<file path="src/spi_pkg.sv">
`default_nettype none

package spi_pkg;

	localparam int CMD_W   = 8;
	localparam int ADDR_W  = 32;
	localparam int DATA_W  = 32;
	localparam int FRAME_W = CMD_W + ADDR_W + DATA_W; // 72
	localparam int CNT_W   = 8;

	// Command framings on the wire
	typedef enum logic [2:0] {
		CMD_ONLY,       // command
		CMD_READ,       // command, read
		CMD_ADDR_READ,  // command, address, dummy, read
		CMD_WRITE,      // command, write
		CMD_ADDR_WRITE, // command, address, write
		CMD_ADDR        // command, address
	} cmd_type_e;

	typedef logic [DATA_W-1:0] spi_word_t;

	typedef struct packed {
		cmd_type_e         cmd_type;
		logic [CMD_W-1:0]  command;
		logic [ADDR_W-1:0] address;
		spi_word_t         wdata;
		logic [6:0]        nbits;        // Payload bits, 8 to 32
		logic [3:0]        dummy_cycles;
		logic              addr4;        // 32-bit address
	} spi_req_t;

	typedef struct packed {
		logic [FRAME_W-1:0] tx_str;      // Left-justified, MSB out first
		logic [CNT_W-1:0]   tx_bits;
		logic [CNT_W-1:0]   skip_cycles; // Dummy clocks before read
		logic [CNT_W-1:0]   rx_bits;
		logic [CNT_W-1:0]   sclk_cycles;
	} frame_plan_t;

	// Payload byte order, low byte first on the wire
	function automatic spi_word_t swap_bytes(input spi_word_t w);
		spi_word_t s;
		for (int i = 0; i < DATA_W / 8; i++) begin
			s[8*i +: 8] = w[DATA_W - 8*(i+1) +: 8];
		end
		return s;
	endfunction

endpackage

`default_nettype wire

</file>
<file path="src/spi_ctrl.sv">
`timescale 1ns/10ps
`default_nettype none

module spi_ctrl import spi_pkg::*; (
	input  wire       rst,
	input  wire       clk,
	input  spi_req_t  req,
	input  wire       req_valid,
	input  wire       plan_done,
	input  wire       op_done,
	input  spi_word_t rx_word,
	output spi_req_t  req_q,
	output logic      setup_start,
	output logic      op_start,
	output logic      sclk_en,
	output logic      ss,
	output logic      ready,
	output spi_word_t rdata
);

	typedef enum logic [1:0] {
		IDLE,
		SETUP,
		TRANSFER
	} state_e;

	state_e state;
	logic   read_flag; // Current req_valid level already taken
	logic   accept;

	assign accept = (state == IDLE) && req_valid && !read_flag;

	// Request is held by the host only while req_valid is high
	always_ff @(posedge rst) begin
		if (accept) begin
			req_q <= req;
		end
	end

	// Cleared only once req_valid has dropped
	always_ff @(posedge rst or posedge clk) begin
		if (clk) begin
			read_flag <= 1'b0;
		end else if (accept) begin
			read_flag <= 1'b1;
		end else if (!req_valid) begin
			read_flag <= 1'b0;
		end
	end

	always_ff @(posedge rst or posedge clk) begin
		if (clk) begin
			state       <= IDLE;
			setup_start <= 1'b0;
			op_start    <= 1'b0;
			sclk_en     <= 1'b0;
			ss          <= 1'b1;
			ready       <= 1'b1;
			rdata       <= '0;
		end else begin
			setup_start <= 1'b0;
			op_start    <= 1'b0;
			case (state)
				IDLE: begin
					if (accept) begin
						setup_start <= 1'b1;
						ready       <= 1'b0;
						rdata       <= '0; // Old result dropped
						state       <= SETUP;
					end
				end
				SETUP: begin
					if (plan_done) begin
						op_start <= 1'b1;
						sclk_en  <= 1'b1;
						ss       <= 1'b0;
						state    <= TRANSFER;
					end
				end
				TRANSFER: begin
					if (op_done) begin
						sclk_en <= 1'b0;
						ss      <= 1'b1;
						ready   <= 1'b1;
						rdata   <= rx_word;
						state   <= IDLE;
					end
				end
				default: begin
					sclk_en <= 1'b0;
					ss      <= 1'b1;
					ready   <= 1'b1;
					state   <= IDLE;
				end
			endcase
		end
	end

endmodule

`default_nettype wire

</file>
<file path="src/frame_builder.sv">
`timescale 1ns/10ps
`default_nettype none

module frame_builder import spi_pkg::*; (
	input  wire         rst,
	input  wire         clk,
	input  spi_req_t    req_q,
	input  wire         setup_start,
	output frame_plan_t plan,
	output logic        plan_done
);

	frame_plan_t plan_d;
	spi_word_t   wswap;
	logic [ADDR_W-1:0]          addr_lj;   // Address left-justified
	logic [ADDR_W+DATA_W-1:0]   addr_data; // Address then payload
	logic [CNT_W-1:0]           addr_bits;
	logic [CNT_W-1:0]           data_bits;

	assign wswap     = swap_bytes(req_q.wdata);
	assign addr_bits = req_q.addr4 ? CNT_W'(32) : CNT_W'(24);
	assign data_bits = CNT_W'(req_q.nbits);
	assign addr_lj   = req_q.addr4 ? req_q.address : {req_q.address[23:0], 8'h00};

	// Payload follows the address directly, also for 24-bit addresses
	assign addr_data = req_q.addr4 ? {req_q.address, wswap}
	                               : {req_q.address[23:0], wswap, 8'h00};

	always_comb begin
		plan_d             = '0;
		plan_d.tx_str      = {req_q.command, {(ADDR_W + DATA_W){1'b0}}};
		plan_d.tx_bits     = CNT_W'(CMD_W);
		case (req_q.cmd_type)
			CMD_READ: begin
				plan_d.rx_bits = data_bits;
			end
			CMD_ADDR_READ: begin
				plan_d.tx_str      = {req_q.command, addr_lj, {DATA_W{1'b0}}};
				plan_d.tx_bits     = CNT_W'(CMD_W) + addr_bits;
				plan_d.skip_cycles = CNT_W'(req_q.dummy_cycles);
				plan_d.rx_bits     = data_bits;
			end
			CMD_WRITE: begin
				plan_d.tx_str  = {req_q.command, wswap, {ADDR_W{1'b0}}};
				plan_d.tx_bits = CNT_W'(CMD_W) + data_bits;
			end
			CMD_ADDR_WRITE: begin
				plan_d.tx_str  = {req_q.command, addr_data};
				plan_d.tx_bits = CNT_W'(CMD_W) + addr_bits + data_bits;
			end
			CMD_ADDR: begin
				plan_d.tx_str  = {req_q.command, addr_lj, {DATA_W{1'b0}}};
				plan_d.tx_bits = CNT_W'(CMD_W) + addr_bits;
			end
			default: ; // CMD_ONLY and unused codes send the command alone
		endcase
		plan_d.sclk_cycles = plan_d.tx_bits + plan_d.skip_cycles + plan_d.rx_bits;
	end

	always_ff @(posedge rst) begin
		if (setup_start) begin
			plan <= plan_d;
		end
	end

	always_ff @(posedge rst or posedge clk) begin
		if (clk) begin
			plan_done <= 1'b0;
		end else begin
			plan_done <= setup_start;
		end
	end

endmodule

`default_nettype wire

</file>
<file path="src/sclk_gen.sv">
`timescale 1ns/10ps
`default_nettype none

module sclk_gen import spi_pkg::*; #(
	parameter int CLKS_PER_HALF_SCLK = 2,
	parameter int CPOL               = 0
) (
	input  wire             rst,
	input  wire             clk,
	input  wire [CNT_W-1:0] sclk_cycles,
	input  wire             op_start,
	input  wire             sclk_en,
	output logic            lead_edge,
	output logic            trail_edge,
	output logic            sclk_int,
	output logic            op_done
);

	localparam int   HALF_W   = (CLKS_PER_HALF_SCLK > 1) ? $clog2(CLKS_PER_HALF_SCLK) : 1;
	localparam logic IDLE_LVL = 1'(CPOL);

	logic [HALF_W-1:0] half_cnt;
	logic [CNT_W:0]    edges_left; // Two edges per serial clock
	logic              half_end;

	assign half_end = (half_cnt == HALF_W'(CLKS_PER_HALF_SCLK - 1));

	always_ff @(posedge rst or posedge clk) begin
		if (clk) begin
			half_cnt   <= '0;
			edges_left <= '0;
			sclk_int   <= IDLE_LVL;
			lead_edge  <= 1'b0;
			trail_edge <= 1'b0;
			op_done    <= 1'b0;
		end else begin
			lead_edge  <= 1'b0;
			trail_edge <= 1'b0;
			op_done    <= trail_edge && (edges_left == '0); // After the last trailing edge
			if (op_start) begin
				edges_left <= {sclk_cycles, 1'b0};
				half_cnt   <= '0;
				sclk_int   <= IDLE_LVL;
			end else if (!sclk_en) begin
				edges_left <= '0;
				half_cnt   <= '0;
				sclk_int   <= IDLE_LVL;
			end else if (edges_left != '0) begin
				if (half_end) begin
					half_cnt   <= '0;
					sclk_int   <= ~sclk_int;
					edges_left <= edges_left - 1'b1;
					lead_edge  <= ~edges_left[0]; // Even count left means leading
					trail_edge <= edges_left[0];
				end else begin
					half_cnt <= half_cnt + 1'b1;
				end
			end
		end
	end

endmodule

`default_nettype wire

</file>
<file path="src/spi_shift.sv">
`timescale 1ns/10ps
`default_nettype none

module spi_shift import spi_pkg::*; #(
	parameter int CPHA = 0
) (
	input  wire         rst,
	input  wire         clk,
	input  wire         load,
	input  frame_plan_t plan,
	input  wire         sclk_en,
	input  wire         lead_edge,
	input  wire         trail_edge,
	input  wire         miso,
	output logic        mosi,
	output spi_word_t   rx_word
);

	// CPHA 1 drives on leading edges, CPHA 0 on trailing ones
	localparam bit OUT_ON_LEAD = (CPHA != 0);

	logic [FRAME_W-1:0] tx_sr;
	spi_word_t          rx_sr;
	spi_word_t          rx_just;
	logic [CNT_W-1:0]   tx_cnt;  // Bits still to drive
	logic [CNT_W-1:0]   pre_cnt; // Sample edges before read data
	logic [CNT_W-1:0]   rx_left;
	logic [CNT_W-1:0]   rx_len;
	logic               out_edge;
	logic               samp_edge;
	logic               tx_step;
	logic               rx_step;

	assign out_edge  = sclk_en && (OUT_ON_LEAD ? lead_edge : trail_edge);
	assign samp_edge = sclk_en && (OUT_ON_LEAD ? trail_edge : lead_edge);
	assign tx_step   = out_edge && (tx_cnt != '0);
	assign rx_step   = samp_edge && (pre_cnt == '0) && (rx_left != '0);

	always_ff @(posedge rst or posedge clk) begin
		if (clk) begin
			mosi    <= 1'b0;
			tx_cnt  <= '0;
			pre_cnt <= '0;
			rx_left <= '0;
			rx_len  <= '0;
		end else if (load) begin
			pre_cnt <= plan.tx_bits + plan.skip_cycles;
			rx_left <= plan.rx_bits;
			rx_len  <= plan.rx_bits;
			if (OUT_ON_LEAD) begin
				mosi   <= 1'b0;
				tx_cnt <= plan.tx_bits;
			end else begin
				mosi   <= plan.tx_str[FRAME_W-1]; // First bit ahead of any clock
				tx_cnt <= plan.tx_bits - 1'b1;
			end
		end else if (!sclk_en) begin
			mosi <= 1'b0;
		end else begin
			if (out_edge) begin
				mosi <= tx_step ? tx_sr[FRAME_W-1] : 1'b0;
			end
			if (tx_step) begin
				tx_cnt <= tx_cnt - 1'b1;
			end
			if (samp_edge && (pre_cnt != '0)) begin
				pre_cnt <= pre_cnt - 1'b1;
			end
			if (rx_step) begin
				rx_left <= rx_left - 1'b1;
			end
		end
	end

	always_ff @(posedge rst) begin
		if (load) begin
			tx_sr <= OUT_ON_LEAD ? plan.tx_str : (plan.tx_str << 1);
			rx_sr <= '0;
		end else begin
			if (tx_step) begin
				tx_sr <= tx_sr << 1;
			end
			if (rx_step) begin
				rx_sr <= {rx_sr[DATA_W-2:0], miso};
			end
		end
	end

	// First received byte moved to the top, then swapped to the bottom
	assign rx_just = rx_sr << (DATA_W - int'(rx_len));
	assign rx_word = swap_bytes(rx_just);

endmodule

`default_nettype wire

</file>
<file path="src/spi_flash_master.sv">
`timescale 1ns/10ps
`default_nettype none

module spi_flash_master import spi_pkg::*; #(
	parameter int CLKS_PER_HALF_SCLK = 2,
	parameter int CPOL               = 0,
	parameter int CPHA               = 0
) (
	input  wire       rst,
	input  wire       clk,
	input  spi_req_t  req,
	input  wire       req_valid,
	output logic      ready,
	output spi_word_t rdata,
	output logic      sclk,
	output logic      ss,
	output logic      mosi,
	input  wire       miso
);

	spi_req_t    req_q;
	frame_plan_t plan;
	spi_word_t   rx_word;
	logic        setup_start;
	logic        plan_done;
	logic        op_start;
	logic        sclk_en;
	logic        lead_edge;
	logic        trail_edge;
	logic        sclk_int;
	logic        op_done;

	spi_ctrl ctrl0 (
		.rst         (rst),
		.clk         (clk),
		.req         (req),
		.req_valid   (req_valid),
		.plan_done   (plan_done),
		.op_done     (op_done),
		.rx_word     (rx_word),
		.req_q       (req_q),
		.setup_start (setup_start),
		.op_start    (op_start),
		.sclk_en     (sclk_en),
		.ss          (ss),
		.ready       (ready),
		.rdata       (rdata)
	);

	frame_builder build0 (
		.rst         (rst),
		.clk         (clk),
		.req_q       (req_q),
		.setup_start (setup_start),
		.plan        (plan),
		.plan_done   (plan_done)
	);

	sclk_gen #(
		.CLKS_PER_HALF_SCLK (CLKS_PER_HALF_SCLK),
		.CPOL               (CPOL)
	) sclk_gen0 (
		.rst         (rst),
		.clk         (clk),
		.sclk_cycles (plan.sclk_cycles),
		.op_start    (op_start),
		.sclk_en     (sclk_en),
		.lead_edge   (lead_edge),
		.trail_edge  (trail_edge),
		.sclk_int    (sclk_int),
		.op_done     (op_done)
	);

	spi_shift #(
		.CPHA (CPHA)
	) shift0 (
		.rst        (rst),
		.clk        (clk),
		.load       (plan_done),
		.plan       (plan),
		.sclk_en    (sclk_en),
		.lead_edge  (lead_edge),
		.trail_edge (trail_edge),
		.miso       (miso),
		.mosi       (mosi),
		.rx_word    (rx_word)
	);

	// Pin register, rests at the idle polarity
	always_ff @(posedge rst or posedge clk) begin
		if (clk) begin
			sclk <= 1'(CPOL);
		end else begin
			sclk <= sclk_int;
		end
	end

endmodule

`default_nettype wire

</file>
<file path="config.mk">
export PLATFORM = sky130hd
export DESIGN_NAME = spi_flash_master
export DESIGN_NICKNAME = d
export VERILOG_FILES = /design/src/spi_pkg.sv /design/src/spi_ctrl.sv /design/src/frame_builder.sv /design/src/sclk_gen.sv /design/src/spi_shift.sv /design/src/spi_flash_master.sv
export SDC_FILE = /design/constraint.sdc
export NUM_CORES = 1
export LEC_CHECK = 0
export BUFFER_PORTS_ARGS = -buffer_cell sky130_fd_sc_hd__buf_2
export CORE_UTILIZATION = 50
export DETAILED_ROUTE_END_ITERATION = 16
export GPL_TIMING_DRIVEN = 0
export PLACE_DENSITY = 0.66
export SYNTH_ARGS = -nofsm -noshare
export SYNTH_HDL_FRONTEND = slang
export SYNTH_HIERARCHICAL = 1
export SYNTH_SLANG_ARGS = --single-unit
</file>
<file path="constraint.sdc">
create_clock -name rst -period 7.6 [get_ports rst]
set_input_delay 1.52 -clock rst [delete_from_list [all_inputs] [get_ports rst]]
set_output_delay 1.52 -clock rst [all_outputs]
set_load 0.02 [all_outputs]
</file>
# Word level (Yosys, flattened, before mapping)
# Cells that the tools add are included.
[classes]
add_sub_neg = 13
multipliers = 0
n_div = 0
n_lt_le_gt_ge = 0
n_eq_ne = 14
shift = 1
n_mux = 62
bitwise = 4
reduce_logical = 32
[ops]
columns = ["operator", "count"]
rows = [
  ["case mux 72 bit (3 select lines)", 1],
  ["two-way mux 72 bit", 2],
  ["two-way mux 32 bit", 3],
  ["two-way mux 8 bit", 9],
  ["two-way mux 64 bit", 1],
  ["case mux 32 bit (2 select lines)", 1],
  ["two-way mux 9 bit", 4],
  ["left shift 32 x 32 -> 32 bit", 1],
  ["subtractor 8 x 1 -> 8 bit, second input constant", 4],
  ["two-way mux 1 bit", 31],
  ["nonzero test 8 bit", 3],
  ["adder 8 x 7 -> 8 bit", 2],
  ["AND reduction 3 bit", 4],
  ["nonzero test 2 bit", 5],
  ["logical AND 1 bit", 9],
  ["logical NOT 9 bit", 1],
  ["!= test 3 x 1 -> 1 bit, second input constant", 3],
  ["case mux 1 bit (3 select lines)", 3],
  ["nonzero test 9 bit", 1],
  ["subtractor 6 x 8 -> 9 bit, first input constant", 1],
  ["subtractor 9 x 1 -> 9 bit, second input constant", 1],
  ["adder 4 x 7 -> 8 bit, first input constant", 1],
  ["adder 4 x 8 -> 8 bit, first input constant", 1],
  ["adder 8 x 4 -> 8 bit", 1],
  ["19 further kinds", 33],
]
[totals]
reg_bits = 383
latch_bits = 0
mem_bits_rw = 0
mem_bits_ro = 0
in_bits = 91
output_inout_bits = 36
wordCells = 161
memories = 0

# Depth between registers and ports, before layout
[depth]
ltp_word = 6
mapped_depth = 16

# By module
# Netlist, hierarchy kept.
[by_module_without_submodules]
columns = ["mod", "instances", "cells_per_inst", "area_each_um2", "seq_area_each_um2"]
rows = [
  ["spi_shift", 1, 783, 8064.0, 3598.5],
  ["frame_builder", 1, 368, 4785.8, 2997.9],
  ["spi_ctrl", 1, 192, 4101.4, 3616.0],
  ["sclk_gen", 1, 82, 773.2, 350.3],
  ["spi_flash_master", 1, 2, 28.8, 25.0],
]

# Worst setup path after synthesis
# Ideal clock, no wire load.
[synth_timing]
kind = "input-to-reg"
startpoint = "in req_valid"
endpoint = "reg, netlist name ctrl0/req_q[0]"
setup_ns = 0.586
arrival_ns = 6.346
path_slack_ns = 0.668
cell_stages = 1
cell_sequence = "nor4b_2"
[synth_via]
elab_chain_len = 2
[synth_lines]
columns = ["element", "line_no", "text"]
rows = [
  ["start, declared", "spi_flash_master.sv:12", "input wire req_valid,"],
  ["logical AND 1 bit (2 in series)", "spi_ctrl.sv:31", "assign accept = (state == IDLE) && req_valid && !read_flag;"],
]
# Every way passes these cells.
# A chain may end at the register's enable or synchronous reset.

==> run_results.csv <==
group,metric,value,unit
clock_tree,post_cts_buffers,0,
worst_setup_path,cp-end-kind,"flop",
grt,grt_util_all_layers,23.7,%
yosys,synthFlopType,"edfxtp_1",
yosys,ys_seq_area_share,59.6,%
routing,drtIter0Drc,993,
floorplanning,core,34700,um^2
routing,firstDrtPassIters,8,
worst_setup_path,worstPathArrival,4320,ps
layout,drive_gt1_share,22.2,%
clock_tree,cts_tree,"built",
place,dp_hpwl,30600,um
yosys,postSynthAreaPerCell,12.4,um^2
clock_tree,root_buffer,"clkbuf_16",
grt,antenna_found_initial,0,
timing,hold_viol,0,
timing,maxSlewHeadroom,42.6,%
clock_tree,cts_hold_buf,0,
place,portBuffers,126,
yosys,synth_cell_types,86,
yosys,synth_edf_count,257,
grt,grt_max_degree,72,
worst_setup_path,cp.required,7900,ps
grt,overflow,0,
layout,diodes,0,
yosys,synth-warning-count,6,
routing,vias,11800,
clock_tree,cts_resized,0,
worst_setup_path,path_class,"flop to flop",
clock_tree,cts.reportedPaths.clkPinSlew,60,ps
timing,max_freq,0.249,GHz
power,p_total,7880,uW
routing,routedWlPerCell,20.1,um
clock_tree,clkLatencyLatePin,570,ps
timing,post-route-min-period,4020,ps
timing,maxSlewViolCount,0,
floorplanning,start_util,51.1,%
routing,drc_errors,0,
place,finalWeightedCongestion,0.912,
timing,rsz0062_at_grt,"no",
clock_tree,cts_num_sinks,378,
layout,n_fill_cell,2861,
timing,setup_violations,0,
yosys,synth_area,17800,um^2
clock_tree,cts_made_buffers,41,
clock_tree,clk_path_buf_depth,3,
worst_setup_path,path_max_fanout,10,
min_path,hold_class,"flop to flop",
timing,finalCritPeriodShare,52.9,%
floorplanning,num_rows,68,
power,p_leak,0.00798,uW
floorplanning,dieArea,36300,um^2
layout,fin_area,20500,um^2
routing,wl,42000,um
power,peakVddDrop,0.218,mV
run_status,run_status,"completed",
routing,vias_per_cell,5.63,
yosys,async_reset_ff_share,23.5,%
timing,clock_skew,25.4,ps
floorplanning,die_w,190,um
floorplanning,die_h,190,um
power,powerDensity,385,nW/um^2
yosys,ys_ff_latch,378,
layout,area_delta_synth_final,15.3,%
layout,nets,1731,
place,placed_area,19100,um^2
clock_tree,htree_levels,2,
worst_setup_path,cp-start-kind,"flop",
grt,grt_pass1_wl,65200,um
run,cap_violations,0,
routing,ant_nets,0,
yosys,synthCells,1427,
timing,worstMarginPinSlew,853,ps
floorplanning,ios,127,
grt,grt_pass1_vias,11300,
-- cell type report --
cell class                      count  area (um^2)  area share (%)
Clock buffer                       50         1080            5.27
Tap cell                          455          569            2.78
Clock inverter                     25          269            1.31
Multi-Input combinational cell    910         6530            31.9
Inverter                           60          228            1.11
Buffer                             83          434            2.12
Sequential cell                   378        10600            51.7
Timing Repair Buffer              135          777            3.79
-- routing by layer --
metal | up-vias | GRT usage (%) | routed length [um] | share of wire (%)
li1 | 5566 | - | - | -
met1 | 5723 | 33.5 | 19000 | 45
met2 | 425 | 37.0 | 19500 | 46
met3 | 85 | 3.79 | 2490 | 5.9
met4 | 0 | 8.40 | 1130 | 2.7
met5 | - | 0 | 0 | 0
-- cells in the mapped netlist, drive strengths merged (8+ instances only) --
cell    instances  area (um^2)
ha             25          313
o21ai          73          380
xor2           18          165
buf            47          299
mux2           75          845
clkbuf         36          135
o22ai           8         50.1
dfxtp          32          641
mux2i          86          861
a21oi          77          385
nand2         179          672
xnor2          29          254
nor3b           9         78.8
edfxtp        257         7720
and2            9         56.3
nand3          13         65.1
and3           10         63.8
a222oi          8         80.1
nor2           95          359
dfrtp          87         2180
inv            60          225
nor3           27          135
a22o           33          289
nor2b           8         50.1
o21a            8         61.3
nor4           11          105
mux4           17          383
-- cells in the final DEF (no fill, tap or decap), types with 5 or more instances in the layout --
cell type | Yosys | final
inv_1 | 60 | 57
fa_1 | 6 | 6
dfrtp_1 | 87 | 86
dfxtp_1 | 32 | 32
buf_2 | 32 | 158
edfxtp_1 | 257 | 257
a22o_1 | 33 | 33
nand2_1 | 179 | 179
nand3_1 | 13 | 13
a31oi_1 | 6 | 6
o21ai_0 | 70 | 70
o21a_1 | 7 | 7
clkbuf_1 | 36 | 43
nor3_1 | 27 | 27
and2_1 | 9 | 9
clkinv_1 | 0 | 7
o22ai_1 | 8 | 8
mux2i_1 | 86 | 86
mux4_2 | 17 | 17
xnor2_1 | 29 | 29
a21oi_1 | 77 | 77
buf_6 | 6 | 11
nor3b_1 | 8 | 8
conb_1 | 1 | 5
a222oi_1 | 8 | 8
a211oi_1 | 5 | 5
nor4_1 | 8 | 8
xor2_1 | 17 | 17
a21o_1 | 5 | 5
clkbuf_16 | 0 | 41
mux2_2 | 75 | 75
ha_1 | 25 | 25
nor2_1 | 94 | 94
nor2b_1 | 8 | 8
buf_4 | 7 | 7
and3_1 | 9 | 9
-- path summary, 6_finish.rpt --
| check | startpoint | endpoint | slack (ps) | cells after the start |
|---|---|---|---|---|
| max reg2reg | ctrl0/req_q[85]$_DFFE_PP_ | build0/plan[7]$_DFFE_PP_ | 3580 | 16 |
| max | ctrl0/req_q[85]$_DFFE_PP_ | build0/plan[7]$_DFFE_PP_ | 3580 | 16 |
| min | sclk_gen0/sclk_int$_DFFE_PP0P_ | sclk$_DFF_PP0_ | 410 | 0 |
| min reg2reg | sclk_gen0/sclk_int$_DFFE_PP0P_ | sclk$_DFF_PP0_ | 410 | 0 |
| min in group asynchronous | clk | sclk$_DFF_PP0_ | 830 | 2 |
| max in group asynchronous | clk | shift0/tx_cnt[6]$_DFFE_PP0P_ | 6010 | 2 |
-- kinds of logic after synthesis --
| logic type | share of synthesized area (%) |
|---|---|
| and+or+nand+nor | 10.5 |
| xor gates and xnor gates | 2.36 |
| muxes | 11.8 |
| AOI/OAI and AO/OA | 9.55 |
| buffers and inverters | 3.71 |
| adders and majority gates | 2.44 |
| DFF | 59.6 |
| other | 0.0211 |
-- through the flow --
| step | util, % | hold slack, ps | cells | setup WS [ps] | TNS (ps) |
|---|---|---|---|---|---|
| 5_1_grt | 59.0 | 426 | 2096 | 3340 | 0 |
| 4_1_cts | 59.0 | 408 | 2096 | 3540 | 0 |
| 6_report | 59.0 | 410 | 2096 | 3580 | 0 |
| 2_1_floorplan | - | 372 | 1431 | 668 | 0 |
| 3_5_place_dp | 55.1 | 387 | 2021 | 3560 | 0 |
| 3_3_place_gp | 54.6 | 382 | 2012 | -1620 | -142250 |
-- flip-flops by register name (all words and copies together) (netlist names), 8 cells and up --
signal / count
sclk_gen0/edges_left: 9
shift0/pre_cnt: 8
shift0/rx_sr: 32
ctrl0/req_q: 87
shift0/tx_cnt: 8
ctrl0/rdata: 32
shift0/rx_len: 8
shift0/tx_sr: 71
shift0/rx_left: 8
build0/plan: 99
-- worst max-delay path: stages (launching register included) --
cell and delay, ps:
edfxtp_1 440, nand2b_4 190, or2_1 200, buf_4 180, nor2_2 310, inv_1 130
ha_1 320, o22ai_1 70, o21a_1 240, fa_1 520, inv_1 40, ha_1 320
nor2b_1 150, nor3_1 220, o21bai_1 140, a21oi_1 180, xnor2_1 110
-- where the power goes --
group,switching [uW],internal [uW],leakage (uW)
Clock,835,1160,0.000648
Combinational,1550,986,0.00352
Sequential,370,2970,0.00382
Power figures use the tool's default switching activity.
